$ cat src/verilog/graph_pkg.sv
package graph_pkg;

    // graph capacity
    localparam int max_nodes = 64;
    localparam int node_width = 6;

    // edge store capacity, also the widest successor list
    localparam int max_edges = 256;
    localparam int edge_width = 8;

    // path counts wrap modulo 2^16
    localparam int result_width = 16;

    typedef logic [node_width-1:0] node_t;

    typedef logic [edge_width-1:0] edge_idx_t;

    typedef logic [result_width-1:0] path_count_t;

endpackage

$ cat src/verilog/host_pkg.sv
package host_pkg;

    localparam int wb_data_width = 32;
    localparam int wb_addr_width = 3;

    // word addresses
    localparam logic [wb_addr_width-1:0] reg_edge = 3'd0;
    localparam logic [wb_addr_width-1:0] reg_endpoints = 3'd1;
    localparam logic [wb_addr_width-1:0] reg_order = 3'd2;
    localparam logic [wb_addr_width-1:0] reg_control = 3'd3;
    localparam logic [wb_addr_width-1:0] reg_status = 3'd4;

    // field positions
    localparam int edge_dst_lsb = 0;
    localparam int edge_src_lsb = 8;
    localparam int edge_new_src_bit = 16;
    localparam int ep_start_lsb = 0;
    localparam int ep_end_lsb = 8;
    localparam int order_node_lsb = 0;
    localparam int ctrl_decoding_done_bit = 0;
    localparam int ctrl_order_done_bit = 1;
    localparam int status_valid_bit = 31;
    localparam int status_result_lsb = 0;

endpackage

$ cat src/verilog/adj_query_if.sv
`timescale 1ns/100ps

interface adj_query_if
    import graph_pkg::*;
();

    // query channel
    logic  query_valid;
    logic  query_ready;
    node_t query_node;

    // reply burst, one beat per successor
    logic  reply_valid;
    logic  reply_ready;
    node_t reply_node;
    logic  reply_last;
    logic  reply_no_edges;

    modport requester (
        output query_valid,
        output query_node,
        output reply_ready,
        input  query_ready,
        input  reply_valid,
        input  reply_node,
        input  reply_last,
        input  reply_no_edges
    );

    modport responder (
        input  query_valid,
        input  query_node,
        input  reply_ready,
        output query_ready,
        output reply_valid,
        output reply_node,
        output reply_last,
        output reply_no_edges
    );

endinterface

$ cat src/verilog/adjacency_map.sv
`timescale 1ns/100ps

module adjacency_map
    import graph_pkg::*;
(
    input  logic  clk,
    input  logic  rst_n,
    input  logic  edge_valid,
    input  logic  new_src,
    input  node_t src_node,
    input  node_t dst_node,
    input  logic  decoding_done,
    adj_query_if.responder q
);

    typedef enum logic [1:0] {
        s_idle,
        s_fetch,
        s_reply
    } state_t;

    state_t state;

    node_t     edge_mem [max_edges];
    edge_idx_t off_tab [max_nodes];
    edge_idx_t len_tab [max_nodes];
    logic [max_nodes-1:0] has_group;

    edge_idx_t tail;
    edge_idx_t group_len;
    edge_idx_t rd_ptr;
    edge_idx_t rd_left;

    logic load;
    logic accept;
    logic fetch;

    assign load = edge_valid && !decoding_done;
    assign accept = q.query_valid && q.query_ready;

    // next edge is read when entering the burst or when a non-final beat leaves
    assign fetch = (state == s_fetch) ||
                   ((state == s_reply) && q.reply_valid && q.reply_ready && !q.reply_last);

    always_ff @(posedge clk) begin
        if (load) begin
            edge_mem[tail] <= dst_node;
            if (new_src) begin
                off_tab[src_node] <= tail;
                len_tab[src_node] <= edge_idx_t'(1);
            end else begin
                len_tab[src_node] <= group_len + 1'b1;
            end
        end
    end

    always_ff @(posedge clk) begin
        if (!rst_n) begin
            tail <= '0;
            group_len <= '0;
            has_group <= '0;
        end else if (load) begin
            tail <= tail + 1'b1;
            if (new_src) begin
                group_len <= edge_idx_t'(1);
                has_group[src_node] <= 1'b1;
            end else begin
                group_len <= group_len + 1'b1;
            end
        end
    end

    // ready comes a cycle after the request, only once loading has closed
    always_ff @(posedge clk) begin
        if (!rst_n) begin
            state <= s_idle;
            q.query_ready <= 1'b0;
            q.reply_valid <= 1'b0;
        end else begin
            q.query_ready <= (state == s_idle) && decoding_done && q.query_valid && !accept;
            case (state)
                s_idle: begin
                    if (accept) begin
                        state <= s_fetch;
                    end
                end
                s_fetch: begin
                    q.reply_valid <= 1'b1;
                    state <= s_reply;
                end
                s_reply: begin
                    if (q.reply_valid && q.reply_ready && q.reply_last) begin
                        q.reply_valid <= 1'b0;
                        state <= s_idle;
                    end
                end
                default: state <= s_idle;
            endcase
        end
    end

    // table read on acceptance, then one edge read per beat
    always_ff @(posedge clk) begin
        if (accept) begin
            rd_ptr <= off_tab[q.query_node];
            rd_left <= has_group[q.query_node] ? len_tab[q.query_node] : '0;
        end else if (fetch) begin
            q.reply_node <= edge_mem[rd_ptr];
            q.reply_last <= (rd_left <= edge_idx_t'(1));
            q.reply_no_edges <= (rd_left == '0);
            if (rd_left != '0) begin
                rd_ptr <= rd_ptr + 1'b1;
                rd_left <= rd_left - 1'b1;
            end
        end
    end

endmodule

$ cat src/verilog/node_path_counter.sv
`timescale 1ns/100ps

module node_path_counter
    import graph_pkg::*;
(
    input  logic        clk,
    input  logic        rst_n,
    input  logic        start_end_valid,
    input  node_t       start_node,
    input  node_t       end_node,
    input  logic        order_valid,
    input  node_t       order_node,
    input  logic        order_done,
    output logic        order_ready,
    output logic        result_valid,
    output path_count_t result_value,
    adj_query_if.requester q
);

    typedef enum logic [1:0] {
        s_idle,
        s_query,
        s_walk,
        s_done
    } state_t;

    state_t state;

    path_count_t cnt_mem [max_nodes];
    logic [max_nodes-1:0] cnt_set;

    node_t       end_idx;
    path_count_t src_cnt;
    logic        done_req;

    path_count_t order_cnt;
    path_count_t succ_cnt;
    path_count_t end_cnt;

    logic        order_take;
    logic        beat;
    logic        finish;
    logic        wr_en;
    node_t       wr_addr;
    path_count_t wr_data;

    // entries never written read as zero
    assign order_cnt = cnt_set[order_node] ? cnt_mem[order_node] : '0;
    assign succ_cnt = cnt_set[q.reply_node] ? cnt_mem[q.reply_node] : '0;
    assign end_cnt = cnt_set[end_idx] ? cnt_mem[end_idx] : '0;

    assign order_ready = (state == s_idle) && !done_req;
    assign order_take = order_valid && order_ready;
    assign q.reply_ready = (state == s_walk);
    assign beat = q.reply_valid && q.reply_ready;
    assign finish = (state == s_idle) && done_req;

    // single write port shared by start seeding and edge propagation
    always_comb begin
        wr_en = 1'b0;
        wr_addr = start_node;
        wr_data = path_count_t'(1);
        if (start_end_valid) begin
            wr_en = 1'b1;
        end else if (beat && !q.reply_no_edges) begin
            wr_en = 1'b1;
            wr_addr = q.reply_node;
            wr_data = succ_cnt + src_cnt;
        end
    end

    always_ff @(posedge clk) begin
        if (wr_en) begin
            cnt_mem[wr_addr] <= wr_data;
        end
    end

    always_ff @(posedge clk) begin
        if (!rst_n) begin
            cnt_set <= '0;
        end else if (wr_en) begin
            cnt_set[wr_addr] <= 1'b1;
        end
    end

    always_ff @(posedge clk) begin
        if (!rst_n) begin
            state <= s_idle;
            q.query_valid <= 1'b0;
            done_req <= 1'b0;
            result_valid <= 1'b0;
        end else begin
            if (order_done) begin
                done_req <= 1'b1;
            end
            case (state)
                s_idle: begin
                    if (finish) begin
                        result_valid <= 1'b1;
                        state <= s_done;
                    end else if (order_take) begin
                        q.query_valid <= 1'b1;
                        state <= s_query;
                    end
                end
                s_query: begin
                    if (q.query_ready) begin
                        q.query_valid <= 1'b0;
                        state <= s_walk;
                    end
                end
                s_walk: begin
                    if (beat && q.reply_last) begin
                        state <= s_idle;
                    end
                end
                // result held until reset
                s_done: state <= s_done;
                default: state <= s_idle;
            endcase
        end
    end

    always_ff @(posedge clk) begin
        if (start_end_valid) begin
            end_idx <= end_node;
        end
        if (order_take) begin
            src_cnt <= order_cnt;
            q.query_node <= order_node;
        end
        if (finish) begin
            result_value <= end_cnt;
        end
    end

endmodule

$ cat src/verilog/wb_graph_host.sv
`timescale 1ns/100ps

module wb_graph_host
    import graph_pkg::*;
    import host_pkg::*;
(
    input  logic                     clk,
    input  logic                     rst_n,
    input  logic                     wb_cyc,
    input  logic                     wb_stb,
    input  logic                     wb_we,
    input  logic [wb_addr_width-1:0] wb_adr,
    input  logic [wb_data_width-1:0] wb_dat_w,
    input  logic                     order_ready,
    input  logic                     result_valid,
    input  path_count_t              result_value,
    output logic [wb_data_width-1:0] wb_dat_r,
    output logic                     wb_ack,
    output logic                     edge_valid,
    output logic                     new_src,
    output node_t                    src_node,
    output node_t                    dst_node,
    output logic                     decoding_done,
    output logic                     start_end_valid,
    output node_t                    start_node,
    output node_t                    end_node,
    output logic                     order_valid,
    output node_t                    order_node,
    output logic                     order_done
);

    logic ack_q;
    logic req;
    logic ctrl_wr;
    logic order_wr;
    logic order_take;
    logic [wb_data_width-1:0] status_word;

    // no new access is taken while acking or while an order node waits
    assign req = wb_cyc && wb_stb && !ack_q && !order_valid;
    assign ctrl_wr = req && wb_we && (wb_adr == reg_control);
    assign order_wr = req && wb_we && (wb_adr == reg_order);
    assign order_take = order_valid && order_ready;
    assign wb_ack = ack_q && wb_cyc && wb_stb;

    always_comb begin
        status_word = '0;
        status_word[status_valid_bit] = result_valid;
        status_word[status_result_lsb +: result_width] = result_value;
    end

    always_ff @(posedge clk) begin
        if (!rst_n) begin
            ack_q <= 1'b0;
            edge_valid <= 1'b0;
            start_end_valid <= 1'b0;
            decoding_done <= 1'b0;
            order_valid <= 1'b0;
            order_done <= 1'b0;
        end else begin
            // order writes ack once the counter takes the node
            ack_q <= (req && !order_wr) || order_take;
            edge_valid <= req && wb_we && (wb_adr == reg_edge);
            start_end_valid <= req && wb_we && (wb_adr == reg_endpoints);
            order_done <= ctrl_wr && wb_dat_w[ctrl_order_done_bit];
            if (ctrl_wr && wb_dat_w[ctrl_decoding_done_bit]) begin
                decoding_done <= 1'b1;
            end
            if (order_wr) begin
                order_valid <= 1'b1;
            end else if (order_take) begin
                order_valid <= 1'b0;
            end
        end
    end

    always_ff @(posedge clk) begin
        if (req && wb_we) begin
            case (wb_adr)
                reg_edge: begin
                    dst_node <= wb_dat_w[edge_dst_lsb +: node_width];
                    src_node <= wb_dat_w[edge_src_lsb +: node_width];
                    new_src <= wb_dat_w[edge_new_src_bit];
                end
                reg_endpoints: begin
                    start_node <= wb_dat_w[ep_start_lsb +: node_width];
                    end_node <= wb_dat_w[ep_end_lsb +: node_width];
                end
                reg_order: order_node <= wb_dat_w[order_node_lsb +: node_width];
                default: ;
            endcase
        end
        // write-only registers read back as zero
        if (req && !wb_we) begin
            wb_dat_r <= (wb_adr == reg_status) ? status_word : '0;
        end
    end

endmodule

$ cat src/verilog/path_count_top.sv
`timescale 1ns/100ps

module path_count_top
    import graph_pkg::*;
    import host_pkg::*;
(
    input  logic                     clk,
    input  logic                     rst_n,
    input  logic                     wb_cyc,
    input  logic                     wb_stb,
    input  logic                     wb_we,
    input  logic [wb_addr_width-1:0] wb_adr,
    input  logic [wb_data_width-1:0] wb_dat_w,
    output logic [wb_data_width-1:0] wb_dat_r,
    output logic                     wb_ack
);

    logic        edge_valid;
    logic        new_src;
    node_t       src_node;
    node_t       dst_node;
    logic        decoding_done;
    logic        start_end_valid;
    node_t       start_node;
    node_t       end_node;
    logic        order_valid;
    logic        order_ready;
    node_t       order_node;
    logic        order_done;
    logic        result_valid;
    path_count_t result_value;

    adj_query_if q_if ();

    // register map to strobes
    wb_graph_host wb_graph_host_i (
        .*
    );

    adjacency_map adjacency_map_i (
        .*,
        .q (q_if.responder)
    );

    node_path_counter node_path_counter_i (
        .*,
        .q (q_if.requester)
    );

endmodule

$ cat config.mk
export PLATFORM = sky130hd
export DESIGN_NAME = path_count_top
export DESIGN_NICKNAME = d
export VERILOG_FILES = /design/src/verilog/graph_pkg.sv /design/src/verilog/host_pkg.sv /design/src/verilog/adj_query_if.sv /design/src/verilog/adjacency_map.sv /design/src/verilog/node_path_counter.sv /design/src/verilog/wb_graph_host.sv /design/src/verilog/path_count_top.sv
export SDC_FILE = /design/constraint.sdc
export NUM_CORES = 2
export LEC_CHECK = 0
export BUFFER_PORTS_ARGS = -buffer_cell sky130_fd_sc_hd__clkbuf_2
export CORE_ASPECT_RATIO = 1.2
export CORE_MARGIN = 1
export CORE_UTILIZATION = 64
export DETAILED_ROUTE_END_ITERATION = 10
export PLACE_DENSITY = 0.82
export RECOVER_POWER = 100
export SYNTH_ARGS = -nofsm -noshare
export SYNTH_HDL_FRONTEND = slang
export SYNTH_SLANG_ARGS = --single-unit
export TNS_END_PERCENT = 30
$ cat constraint.sdc
create_clock -name clk -period 8.7 [get_ports clk]
set_clock_uncertainty 0.15 [all_clocks]
set_input_delay 1.74 -clock clk [delete_from_list [all_inputs] [get_ports clk]]
set_output_delay 1.74 -clock clk [all_outputs]
set_load 0.1 [all_outputs]
==> metrics.md <==
| Metric | Value |
|---|---|
| Status | `finished with violations` |
| Violated checks | `capacitance limit, slew limit` |
| Layout cells sized above 1 | `0.286` |
| DP Wirelength | `259000 um` |
| Vias per inst | `7.74` |
| Grt peak-use layer | `met2` |
| Site row count | `205` |
| CORE AREA | `0.260 sq mm` |
| Met3 Track Usage GR | `0.0905` |
| Fmax | `125 MHz` |
| Filler cells | `14.2k` |
| Avg WL per Cell | `39.7 um` |
| CTS tree | `yes` |
| Critical Path AT | `8.70 ns` |
| Post-synthesis register bit count | `3865` |
| Critical path class | `in -> reg` |
| Detailed Route WL | `476000 um` |
| Port Buffer Count | `38` |
| Crit path time final | `7.97 ns` |
| Die area | `0.263 sq mm` |
| Levels on crit path | `4` |
| Drt drc | `0` |
| Crit path to | `adjacency_map_i.group_len[0]` |
| Main synth FF type | `edfxtp_1` |
| Rel. slew slack | `-2.81` |
| Yosys warning count | `0` |
| Antenna viol nets, final | `0` |
| Mapped Area | `0.167 sq mm` |
| Final setup violation count | `0` |
| Die Y | `562 um` |
| First-pass GRT wire length | `677000 um` |
| Clk Latency, worst-skew pair | `1.00 ns` |
| Endpoint of the worst-slack reg-to-reg timing path | `node_path_counter_i.cnt_mem[46][15]` |
| Area delta synth->final | `9.50%` |
| Most Frequent Cell on Critical Path | `clkbuf_1` |
| Top Ports | `73` |
| Yosys cell types | `58` |
| Cells after Synth | `8216` |
| GP Congestion | `0.920` |
| Clock buffer depth | `4` |
| Max cap viols | `113` |
| Number of synthesized flops with an enable pin | `3700` |
| GRT Resource Usage Total | `0.365` |
| Register area share after synthesis | `0.685` |
| Clock slew at reported path FFs | `0.07 ns` |
| CTS Sinks | `3865` |
| Setup tns final | `0 ns` |
| Pin count of the biggest net entering global routing | `253` |
| Initial antenna violation count | `46` |
| Final Util | `0.704` |
| Cell-by-cell trace of the critical path | `clkbuf_1, clkbuf_1, o21ai_0, a21oi_1` |
| Max incr delay on CP | `3.36 ns` |
| Pwr dens | `201 mW/mm^2` |
| Die Wd | `468 um` |
| Postcts setup bufs | `0` |
| CP endpoint kind | `flip-flop` |
| Pleak | `58.8 nW` |
| CTS buffer count | `363` |
| Tightest Pin Transition | `5.72 ns` |
| DR iter-0 viols | `15.4k` |
| FF-to-FF setup slack | `0.82 ns` |
| Initial Util | `0.643` |
| Post-Syn Area per Cell | `20.3 sq um` |
| Crit path max-delay cell type | `clkbuf_1` |
| Worst setup path startpoint | `rst_n` |
| Crit path max-delay family | `buffers and inverters` |
| CP startpoint kind | `primary input` |
| Buf/Inv on CP | `2` |
| Worst vdd ir | `0.200 mV` |
| GRT Residual Overflow | `0` |
| Area of the multi-input gates | `0.0503 sq mm` |
| Resize count post-CTS | `0` |
| Async S/R FF share, synth | `0` |
| Root buf cell | `clkbuf_16` |
| Final Hold Fails | `0` |
| Reg2reg start | `adjacency_map_i.q.reply_node[0]` |
| Final net count | `8329` |
| Final Cycle Share | `0.916` |
| Final Max Tran Viols | `4688` |
| Register area | `0.114 sq mm` |
| Met1 usage | `0.450` |
| Via Count | `92.9k` |
| H-tree Lvls | `5` |
| FF-to-FF path depth | `18` |
| RSZ-0062 raised after global routing | `false` |
| Required time worst endpoint | `9.43 ns` |
| CP max FO | `82` |
| Cts hold-fix bufs | `0` |
| DRT Pass-1 Iters | `9` |
| Worst hold path class | `reg -> reg` |
| M2 GR Usage | `0.575` |
| Vias in the first global route | `94.3k` |
[worst min path at each step]
stage	slack, ns	cells past startpoint	start	to
2_1_floorplan	0.25	0	wb_graph_host_i.end_node[0]	node_path_counter_i.end_idx[0]
3_3_place_gp	0.26	0	wb_graph_host_i.end_node[3]	node_path_counter_i.end_idx[3]
3_5_place_dp	0.25	0	wb_graph_host_i.end_node[4]	node_path_counter_i.end_idx[4]
4_1_cts	0.24	0	wb_graph_host_i.end_node[3]	node_path_counter_i.end_idx[3]
5_1_grt	0.26	0	wb_graph_host_i.end_node[3]	node_path_counter_i.end_idx[3]
6_report	0.24	0	wb_graph_host_i.end_node[0]	node_path_counter_i.end_idx[0]
[cell usage after synthesis, types with 21 or more instances]
cell      instances  area share
mux2_2           99      0.0067
nand2_1         209      0.0047
inv_1            21     0.00047
mux4_2         1631        0.22
a21oi_1         240      0.0072
o22ai_1          98      0.0037
nor2b_1          69      0.0026
clkbuf_1        322      0.0072
ha_1             29      0.0022
o221ai_1         96      0.0050
edfxtp_1       3700        0.66
nor2_1          496       0.011
nand3_1          36      0.0011
buf_1            74      0.0017
o21a_1          134      0.0060
a22oi_1          24      0.0011
dfxtp_1         165       0.020
xnor2_1          23      0.0012
buf_4            22     0.00099
mux2i_1         293       0.018
o21ai_0         110      0.0033
and2_1           33      0.0012
buf_2           169      0.0051
[area by class of cell]
cell class / count / share of cell area
antenna: 32 / 0.000438
clock buffer: 434 / 0.0524
clock inverter: 220 / 0.0138
inverter: 21 / 0.000431
multi-input combinational: 3753 / 0.275
sequential: 3865 / 0.625
tap: 3415 / 0.0234
timing repair buffer: 255 / 0.00915
[routing by layer]
metal	vias up	share of wire
met1	47600	0.31
met2	8441	0.48
met3	1925	0.13
met5	-	0.00030
li1	34900	-
met4	22	0.084
[cell families (layout without fill, tap and decap cells)]
logic type	after synthesis	count (layout)	synth area share
buffers and inverters	612	930	0.0157
adder cells (fa/ha/maj)	30	30	0.00229
flip-flops	3865	3865	0.685
AND/OR/NAND/NOR	915	915	0.0235
multiplexers	2024	2024	0.244
XOR/XNOR	37	37	0.00194
other	1	47	0.0000224
AO/OA/AOI/OAI	732	732	0.0277
[stage by stage]
step           total power [W]  setup slack (ns)  instance area (sq um)  hold WS, ns  cells
2_1_floorplan           0.0206              1.65                 167000        0.250   8230
3_3_place_gp            0.0207              1.62                 171000        0.258  11300
3_5_place_dp            0.0207              1.51                 171000        0.255  11300
4_1_cts                 0.0368              1.36                 184000        0.235  12000
5_1_grt                 0.0374             0.586                 183000        0.255  12000
6_report                0.0368             0.730                 183000        0.239  12000
[layout by cell type, fill, tap and decap left out, types with 98 or more instances in the layout]
master,synthesis,layout
o22ai_1,98,98
edfxtp_1,3700,3700
o21ai_0,110,111
clkbuf_1,322,196
clkbuf_16,0,368
mux4_2,1631,1631
mux2_2,99,98
o21a_1,134,134
mux2i_1,293,292
a21oi_1,240,239
dfxtp_1,165,159
nand2_1,209,208
nor2_1,496,455
[state kept, by name, summed over array words and instances (netlist names), 8 cells and up, named ones only]
| name | count |
|---|---|
| adjacency_map_i.edge_mem | 1536 |
| node_path_counter_i.cnt_mem | 1024 |
| adjacency_map_i.len_tab | 512 |
| adjacency_map_i.off_tab | 512 |
| adjacency_map_i.has_group | 64 |
| node_path_counter_i.cnt_set | 64 |
| wb_graph_host_i.wb_dat_r | 17 |
| node_path_counter_i.result_value | 16 |
| node_path_counter_i.src_cnt | 16 |
| adjacency_map_i.group_len | 8 |
| adjacency_map_i.rd_left | 8 |
| adjacency_map_i.rd_ptr | 8 |
| adjacency_map_i.tail | 8 |
[where the power goes]
group | leakage [nW] | switching [W] | total, W | internal (W)
clock network | 5.90 | 0.00724 | 0.0165 | 0.00928
registers | 37.0 | 0.0000127 | 0.0201 | 0.0201
logic | 15.9 | 0.000147 | 0.000199 | 0.0000515
No activity file was read; power rests on OpenSTA's default activity.
